**src/source/ghash_config.svh**
```systemverilog
`ifndef GHASH_CONFIG_SVH
`define GHASH_CONFIG_SVH

// number of hash lanes, power of two from 1 to 8
`define GHASH_LANES 4

// command buffer entries per lane, also the dispatcher's starting credit
`define GHASH_LANE_DEPTH 2

// multiplier bits handled per cycle, must divide 128
`define GHASH_DIGIT 8

`endif

```
**src/source/ghash_pkg.sv**
```systemverilog
`include "ghash_config.svh"

package ghash_pkg;

    // at least one bit, even for a single lane
    localparam int LANE_W = (`GHASH_LANES > 1) ? $clog2(`GHASH_LANES) : 1;

    // gcm order, bit 0 is the x^0 coefficient and the most significant bit
    typedef logic [0:127] block_t;

    typedef logic [LANE_W-1:0] lane_t;

    typedef enum logic [1:0] {
        op_start = 2'd0,    // load h, clear y
        op_block = 2'd1,    // y = (y ^ x) * h
        op_final = 2'd2     // emit y as tag
    } ghash_op_e;

    typedef enum logic [1:0] {
        idle,               // ready for next command
        mult,               // multiplier running
        emit                // waiting for a tag credit
    } lane_state_e;

endpackage

```
**src/source/ghash_cmd_if.sv**
```systemverilog
`timescale 1ns/1ps

interface ghash_cmd_if;
    import ghash_pkg::*;

    logic      cmd_valid;    // one command this cycle
    ghash_op_e cmd_op;
    block_t    cmd_data;
    logic      cmd_credit;   // lane freed one buffer entry

    modport dispatch (
        output cmd_valid,
        output cmd_op,
        output cmd_data,
        input  cmd_credit
    );

    modport lane (
        input  cmd_valid,
        input  cmd_op,
        input  cmd_data,
        output cmd_credit
    );

endinterface

```
**src/source/gf128_mul.sv**
```systemverilog
`timescale 1ns/1ps
`include "ghash_config.svh"

module gf128_mul (
    input  logic              clk_out,
    input  logic              rst,
    input  logic              start,
    input  ghash_pkg::block_t a,
    input  ghash_pkg::block_t b,
    input  ghash_pkg::block_t h,
    output logic              busy,
    output logic              done,
    output ghash_pkg::block_t p
);
    import ghash_pkg::*;

    localparam int     DIGIT = `GHASH_DIGIT;
    localparam int     STEPS = 128 / DIGIT;
    localparam int     CW    = $clog2(STEPS + 1);
    localparam block_t R     = 128'hE1000000000000000000000000000000;  // x^7+x^2+x+1

    block_t        x_q;      // multiplier bits left, next one at bit 0
    block_t        v_q;      // h times x^k
    block_t        z_q;      // partial product
    logic [CW-1:0] step_q;   // digits already processed
    block_t        src_x;
    block_t        src_v;
    block_t        src_z;
    block_t        nxt_x;
    block_t        nxt_v;
    block_t        nxt_z;

    // first digit is taken straight from the inputs in the start cycle
    always_comb
    begin
        src_x = start ? (a ^ b) : x_q;
        src_v = start ? h : v_q;
        src_z = start ? '0 : z_q;
        nxt_z = src_z;
        nxt_v = src_v;
        for (int i = 0; i < DIGIT; i++)
        begin
            if (src_x[i])
                nxt_z = nxt_z ^ nxt_v;
            if (nxt_v[127])
                nxt_v = (nxt_v >> 1) ^ R;   // x^128 folds back
            else
                nxt_v = nxt_v >> 1;
        end
        nxt_x = src_x << DIGIT;            // consumed bits drop off the top
    end

    always_ff @(posedge clk_out)
    begin
        if (start || busy)
        begin
            x_q <= nxt_x;
            v_q <= nxt_v;
            z_q <= nxt_z;
        end
    end

    always_ff @(posedge clk_out)
    begin
        if (rst)
        begin
            busy   <= 1'b0;
            done   <= 1'b0;
            step_q <= '0;
        end
        else
        begin
            done <= 1'b0;
            if (start)
            begin
                step_q <= CW'(1);
                if (STEPS == 1)
                    done <= 1'b1;      // whole product in one cycle
                else
                    busy <= 1'b1;
            end
            else if (busy)
            begin
                step_q <= step_q + 1'b1;
                if (step_q == CW'(STEPS - 1))
                begin
                    busy <= 1'b0;      // last digit this cycle
                    done <= 1'b1;
                end
            end
        end
    end

    assign p = z_q;

endmodule

```
**src/source/ghash_lane.sv**
```systemverilog
`timescale 1ns/1ps
`include "ghash_config.svh"

module ghash_lane (
    input  logic              clk_out,
    input  logic              rst,
    ghash_cmd_if.lane         cmd,
    output logic              tag_valid,
    output ghash_pkg::block_t tag_data,
    input  logic              tag_credit
);
    import ghash_pkg::*;

    localparam int DEPTH = `GHASH_LANE_DEPTH;
    localparam int AW    = (DEPTH > 1) ? $clog2(DEPTH) : 1;
    localparam int CW    = $clog2(DEPTH + 1);

    ghash_op_e     buf_op   [DEPTH];
    block_t        buf_data [DEPTH];
    logic [AW-1:0] wr_ptr;
    logic [AW-1:0] rd_ptr;
    logic [CW-1:0] count;
    logic          pop;
    ghash_op_e     head_op;
    block_t        head_data;

    lane_state_e   state;
    block_t        h_q;          // hash key
    block_t        y_q;          // accumulator
    block_t        cur_data;     // block being hashed
    logic          tag_cred_q;
    logic          mul_start;
    logic          mul_done;
    block_t        mul_p;

    function automatic logic [AW-1:0] bump(input logic [AW-1:0] ptr);
        return (ptr == AW'(DEPTH - 1)) ? '0 : ptr + 1'b1;
    endfunction

    assign head_op        = buf_op[rd_ptr];
    assign head_data      = buf_data[rd_ptr];
    assign pop            = (state == idle) && (count != '0);
    assign cmd.cmd_credit = pop;   // entry freed in the pop cycle

    always_ff @(posedge clk_out)
    begin
        if (cmd.cmd_valid)
        begin
            buf_op[wr_ptr]   <= cmd.cmd_op;
            buf_data[wr_ptr] <= cmd.cmd_data;
        end
    end

    always_ff @(posedge clk_out)
    begin
        if (rst)
        begin
            wr_ptr <= '0;
            rd_ptr <= '0;
            count  <= '0;
        end
        else
        begin
            if (cmd.cmd_valid)
                wr_ptr <= bump(wr_ptr);
            if (pop)
                rd_ptr <= bump(rd_ptr);
            count <= count + CW'(cmd.cmd_valid) - CW'(pop);  // credits keep this in range
        end
    end

    // key and operand capture
    always_ff @(posedge clk_out)
    begin
        if (pop && head_op == op_start)
            h_q <= head_data;
        if (pop && head_op == op_block)
            cur_data <= head_data;
    end

    always_ff @(posedge clk_out)
    begin
        if (rst)
        begin
            state      <= idle;
            y_q        <= '0;
            mul_start  <= 1'b0;
            tag_cred_q <= 1'b1;
        end
        else
        begin
            mul_start <= 1'b0;
            if (tag_credit)
                tag_cred_q <= 1'b1;
            else if (tag_valid)
                tag_cred_q <= 1'b0;
            case (state)
                idle:
                begin
                    if (pop)
                    begin
                        case (head_op)
                            op_start: y_q <= '0;
                            op_block:
                            begin
                                mul_start <= 1'b1;   // multiplier starts next cycle
                                state     <= mult;
                            end
                            op_final: state <= emit;
                            default:  state <= idle;
                        endcase
                    end
                end
                mult:
                begin
                    if (mul_done)
                    begin
                        y_q   <= mul_p;
                        state <= idle;
                    end
                end
                emit:
                begin
                    if (tag_cred_q)
                        state <= idle;       // tag handed off and y kept
                end
                default: state <= idle;
            endcase
        end
    end

    assign tag_valid = (state == emit) && tag_cred_q;
    assign tag_data  = y_q;

    gf128_mul mul0 (
        .clk_out (clk_out),
        .rst     (rst),
        .start   (mul_start),
        .a       (y_q),
        .b       (cur_data),
        .h       (h_q),
        .busy    (),
        .done    (mul_done),
        .p       (mul_p)
    );

endmodule

```
**src/flat_wrapper.sv**
```systemverilog
// flat-port wrapper written by rule: the top's interface ports become plain ports
module ghash_lane_flat import ghash_pkg::*;
  (clk_out, rst, tag_valid, tag_data, tag_credit, cmd_cmd_valid, cmd_cmd_op, cmd_cmd_data, cmd_cmd_credit);
  ghash_cmd_if cmd_i ();
  input  logic clk_out;
  input  logic rst;
  output logic tag_valid;
  output ghash_pkg::block_t tag_data;
  input  logic tag_credit;
  input wire logic [$bits(cmd_i.cmd_valid)-1:0] cmd_cmd_valid;
  input wire logic [$bits(cmd_i.cmd_op)-1:0] cmd_cmd_op;
  input wire logic [$bits(cmd_i.cmd_data)-1:0] cmd_cmd_data;
  output wire logic [$bits(cmd_i.cmd_credit)-1:0] cmd_cmd_credit;
  assign cmd_i.cmd_valid = cmd_cmd_valid;
  assign cmd_i.cmd_op = cmd_cmd_op;
  assign cmd_i.cmd_data = cmd_cmd_data;
  assign cmd_cmd_credit = cmd_i.cmd_credit;
  ghash_lane u_core (.clk_out(clk_out), .rst(rst), .cmd(cmd_i), .tag_valid(tag_valid), .tag_data(tag_data), .tag_credit(tag_credit));
endmodule
```
**config.mk**
```make
export PLATFORM = sky130hd
export DESIGN_NAME = ghash_lane_flat
export DESIGN_NICKNAME = d
export VERILOG_FILES = /design/src/source/ghash_pkg.sv /design/src/source/ghash_cmd_if.sv /design/src/source/gf128_mul.sv /design/src/source/ghash_lane.sv /design/src/flat_wrapper.sv
export VERILOG_INCLUDE_DIRS = /design/src /design/src/source
export SDC_FILE = /design/constraint.sdc
export NUM_CORES = 2
export LEC_CHECK = 0
export BUFFER_PORTS_ARGS = -buffer_cell sky130_fd_sc_hd__clkbuf_2
export CORE_MARGIN = 5
export CORE_UTILIZATION = 65
export CTS_CLUSTER_DIAMETER = 120
export DETAILED_ROUTE_END_ITERATION = 8
export GPL_ROUTABILITY_DRIVEN = 0
export PLACE_DENSITY = 0.84
export SETUP_SLACK_MARGIN = 0.2
export SYNTH_ARGS = -nofsm -noshare
export SYNTH_HDL_FRONTEND = slang
export SYNTH_SLANG_ARGS = --single-unit
```
**constraint.sdc**
```tcl
create_clock -name clk_out -period 10.5 [get_ports clk_out]
set_input_delay 0.525 -clock clk_out [delete_from_list [all_inputs] [get_ports clk_out]]
set_output_delay 0.525 -clock clk_out [all_outputs]
set_load 0.005 [all_outputs]
```
==> run summary <==
The fraction of power spent switching nets came out at 0.346. The path class of the lowest-slack min-delay path was input pin to flip-flop. The delay of the slowest cell on the worst path is 1.03 ns, and the cell internal power dissipation is 10.7 mW. Counting I/O delays and the setup requirement, the final critical path takes 4.75 ns. Effective utilization at floorplan: 0.654.

Static timing analysis puts the maximum clock frequency at 211 MHz. The detailed-route wire length per cell was 22.2 µm. The critical path ends at u_core.mul0.p[80]$_DFFE_PP_. Synthesis inferred 1,036 register bits. Traced cell by cell, the critical path runs through buf_12, nor2b_2, a21oi_4, buf_4, nor2_1, xor2_1, xnor2_1, xnor2_1. For the worst setup path, the data required time is 10.91 ns.

The share of synthesized cell area in full adder, half adder and majority cells was 0.000934. Maximum clock skew at final layout: 0.0282 ns. The final number of max-transition violations came out at 0. The run gives 0 as the count of synthesis-stage warnings from yosys.

For the worst supply voltage drop on vdd, the log shows 0.000169 V. The tools report the CTS buffer count as 105. The tools report the site row count as 105.

The run gives 0 as the remaining global-route overflow. The depth of the worst register-to-register path is 8. The count of buffers added on input and output ports is 263. In this run, synthesis inferred 892 flip-flops with an integrated enable.

The worst setup path is captured at a flip-flop. The number of global-route vias before repair was 37,453; the relative slew slack was 0.139. The number of nets handed over by synthesis was 5,020. The fraction of synthesized cell area in xor and xnor cells is 0.196, and the number of DRC markers after the initial detailed-route iteration is 4,423. Max-cap violations in this run came to 0.

For this run, the leading register cell type out of synthesis is edfxtp_1. The post-synthesis instance area is 0.0536 mm². In this run the mean area of a mapped cell was 11.0 µm². The number of buffers and inverters on the critical path is 2.

The static power due to leakage is 21.0 nW. The area added between synthesis and finish works out to 10.4%. Counting buffers and inverters, the worst setup path is 8 cells deep.

CTS saw 1,036 sinks. The number of setup buffers added after CTS was 0. Cell at the slowest stage of the critical path: buf_4. After detailed routing, the number of remaining DRC violations is 0. After filler insertion, the fill cell instance count of the layout stands at 5,439. The synthesized-area fraction occupied by ao, oa, aoi and oai cells is 0.0507. Using the TritonRoute via totals, the vias-per-cell ratio works out to 6.05. By area, the combinational part of the netlist is dominated by XOR/XNOR gates.

Number of optimization iterations in the first detailed-route pass: 5. The clock group share of total power came out at 0.243. The H-tree was split into 3 levels.

STA classifies the critical path startpoint as a flip-flop. For the pin with the worst max-slew slack, the measured transition is 1.29 ns. The floorplan step defined a die boundary enclosing 0.0883 mm². The die width was 297 µm. The fraction of the cycle the final worst path needs works out to 0.452.

The share of flip-flops with an asynchronous set or reset was 0. The tools report the master cell of the clock root buffer as clkbuf_16. The setup total negative slack is 0 ns. The tools report the launch point of the critical path as u_core.mul_start$_SDFF_PP0_. The logs give 5.75 ns for the register-to-register setup slack and 213 mm for the first-pass GRT wire length.

The total routed wirelength came out at 138 mm. The number of distinct library cells after synthesis is 45. The global-route total usage across every layer came out at 0.300. The simple-gate share of the synthesized area was 0.111; the antenna diode count was 0. The top-level I/O count is 264, and the highest fanout seen on the critical path is 217.

The endpoint identified for the worst register-to-register timing path is u_core.mul0.p[80]$_DFFE_PP_. In this run the critical register-to-register path is launched from u_core.mul_start$_SDFF_PP0_. The quantity of hold-fixing buffers added after cts is 0, and the fraction of layout cells with a size suffix above 1 is 0.127. Setup repair after global routing left no endpoint under its margin. From bottom edge to top edge, the die measures 297 µm. In this run the power spent charging and discharging nets is 5.67 mW. After clock tree synthesis, the clock-pin slew on the worst setup and hold paths is 0.07 ns. For the combinational share of power, the log shows 0.383.

Gate family responsible for the most delay along the worst path: buffers and inverters. The run finished with clean final reports. The number of vias after detailed routing was 37,432; the final standard cell count with taps included and fillers excluded was 6,182.

The clock passes through at most 3 buffers. The most numerous cell type found on the critical path is xnor2_1. For the worst-skew pair, the clock arrives at the later sink with an insertion delay of 0.67 ns. TritonCTS built the clock tree.

The arrival time reported for the critical path endpoint came out at 5.16 ns. The run gives 0.554 as the part of the Yosys area used for sequential elements. The run gives 0 as the total setup violations reported at the end of the flow. The largest net degree at the start of global routing is 218. The core area was 0.0820 mm²; the share of total power in sequential cells was 0.374. The logs give 0 for the final number of hold-violating endpoints and 5,159 for the final net count.

The initial antenna violation count is 1. Gates resized during post-CTS repair numbered 0. The tools report the post-detailed-placement half-perimeter wirelength as 83.7 mm. After detailed placement, the design holds a cell count of 5,984. Dividing total power by cell area gives a power density of 277 mW/mm².

The detail route stage leaves a number of antenna-violating nets equal to 0. The critical path is of the flip-flop to flip-flop type. In the synthesized netlist, the number of instances is 4,882. The multiplexer area fraction after synthesis is 0.0541.
power groups by stage:
stage | logic (mW) | clock network [mW] | registers, mW
finish | 6.27 | 3.98 | 6.12
floorplan | 5.00 | 0 | 6.07
CTS | 6.19 | 4.00 | 6.10
global placement | 5.91 | 0 | 6.16
detailed placement | 6.13 | 0 | 6.17
global route | 6.72 | 4.19 | 6.15
worst register-to-register path, delay by kind of cell (launching register included):
family / cells / cell delay, ns
buffers and inverters: 2 / 1.72
DFF: 1 / 0.89
AOI/OAI and AO/OA: 1 / 0.79
xor gates and xnor gates: 3 / 0.61
and+or+nand+nor: 2 / 0.49
area by class of cell:
type	count	area (µm²)	area share
Sequential cell	1036	29700	0.502
Multi-Input combinational cell	3433	22200	0.375
Clock inverter	53	663	0.0112
Clock buffer	145	3040	0.0513
Tap cell	1070	1340	0.0226
Inverter	129	489	0.00827
Timing Repair Buffer	316	1750	0.0297
Yosys cell counts, drive strengths merged (2+ instances only):
cell / n / area [µm²]
clkbuf: 121 / 454
o21ai: 5 / 25.0
mux2: 130 / 1460
nand2: 392 / 1470
edfxtp: 892 / 26800
ha: 4 / 50.1
nor2: 949 / 3560
a21o: 5 / 37.5
a32oi: 54 / 473
nor2b: 15 / 93.8
a21oi: 256 / 1300
inv: 129 / 484
mux2i: 136 / 1440
xnor2: 688 / 6030
a311oi: 2 / 17.5
xor2: 506 / 4460
dfxtp: 144 / 2880
nand2b: 2 / 12.5
nor3: 7 / 35.0
a211oi: 2 / 15.0
o22ai: 128 / 801
nand3: 130 / 651
buf: 163 / 908
and2: 10 / 62.6
stage by stage:
step | setup slack, ns | instance area, µm² | hold WS, ns | util | power (mW)
floorplan | 3.26 | 53600 | 0.439 | - | 11.1
global placement | 5.94 | 55500 | 0.467 | 0.677 | 12.1
detailed placement | 5.86 | 55500 | 0.475 | 0.677 | 12.3
CTS | 5.78 | 59200 | 0.0116 | 0.722 | 16.3
global route | 5.60 | 59200 | 0.0177 | 0.722 | 17.1
finish | 5.75 | 59200 | 0.0411 | 0.722 | 16.4
cells by family (layout without fill, tap and decap cells):
family | count (synthesis) | in the layout
simple gates | 1511 | 1511
xor+xnor | 1194 | 1194
flops | 1036 | 1036
compound gates | 458 | 458
buf+inv | 413 | 643
mux | 266 | 266
fa+ha+maj | 4 | 4
sequential cells by signal, indices dropped and copies added, names as in the netlist, named ones only:
| name | cells |
|---|---|
| u_core.buf_data | 256 |
| u_core.buf_op | 4 |
| u_core.count | 2 |
| u_core.cur_data | 128 |
| u_core.h_q | 128 |
| u_core.mul0.busy | 1 |
| u_core.mul0.done | 1 |
| u_core.mul0.p | 128 |
| u_core.mul0.step_q | 5 |
| u_core.mul0.v_q | 128 |
| u_core.mul0.x_q | 120 |
| u_core.mul_start | 1 |
| u_core.rd_ptr | 1 |
| u_core.state | 2 |
| u_core.tag_cred_q | 1 |
| u_core.tag_data | 128 |
| u_core.wr_ptr | 1 |
worst min path at each step:
stage | startpoint | to | slack [ns] | cells past startpoint
after floorplan | u_core.state[0]$_SDFFE_PP0P_ | u_core.state[1]$_SDFFE_PP0P_ | 0.44 | 1
after global placement | u_core.tag_data[115]$_SDFFE_PP0P_ | u_core.tag_data[115]$_SDFFE_PP0P_ | 0.47 | 2
after detailed placement | u_core.tag_data[113]$_SDFFE_PP0P_ | u_core.tag_data[113]$_SDFFE_PP0P_ | 0.47 | 2
after CTS | cmd_cmd_data[109] | u_core.buf_data[1][109]$_DFFE_PP_ | 0.01 | 1
after global routing | cmd_cmd_data[28] | u_core.buf_data[1][28]$_DFFE_PP_ | 0.02 | 1
final | cmd_cmd_data[86] | u_core.buf_data[0][86]$_DFFE_PP_ | 0.04 | 1
routing by layer:
metal / wire length [µm] / GRT usage / part of all wire
met5: 7 / 0 / 0.000051
met1: 51800 / 0.393 / 0.38
met3: 12500 / 0.0482 / 0.091
met2: 67500 / 0.505 / 0.49
met4: 5780 / 0.124 / 0.042
cell usage in the layout, fill, tap and decap left out, drive strengths merged, types with 2 or more instances in the layout:
| cell type | Yosys | layout |
|---|---|---|
| clkinvlp | 0 | 15 |
| a21o | 5 | 5 |
| nor3 | 7 | 7 |
| xnor2 | 688 | 688 |
| nand3 | 130 | 130 |
| a32oi | 54 | 54 |
| bufinv | 0 | 13 |
| dfxtp | 144 | 144 |
| o22ai | 128 | 128 |
| nand2 | 392 | 392 |
| edfxtp | 892 | 892 |
| a211oi | 2 | 2 |
| ha | 4 | 4 |
| clkbuf | 121 | 407 |
| mux2i | 136 | 136 |
| a21oi | 256 | 256 |
| a311oi | 2 | 2 |
| clkinv | 0 | 23 |
| nor2b | 15 | 15 |
| o21ai | 5 | 5 |
| nor2 | 949 | 949 |
| xor2 | 506 | 506 |
| mux2 | 130 | 130 |
| nand2b | 2 | 2 |
| buf | 163 | 54 |
| inv | 129 | 131 |
| and2 | 10 | 10 |
No activity file was read; power rests on OpenSTA's default activity.
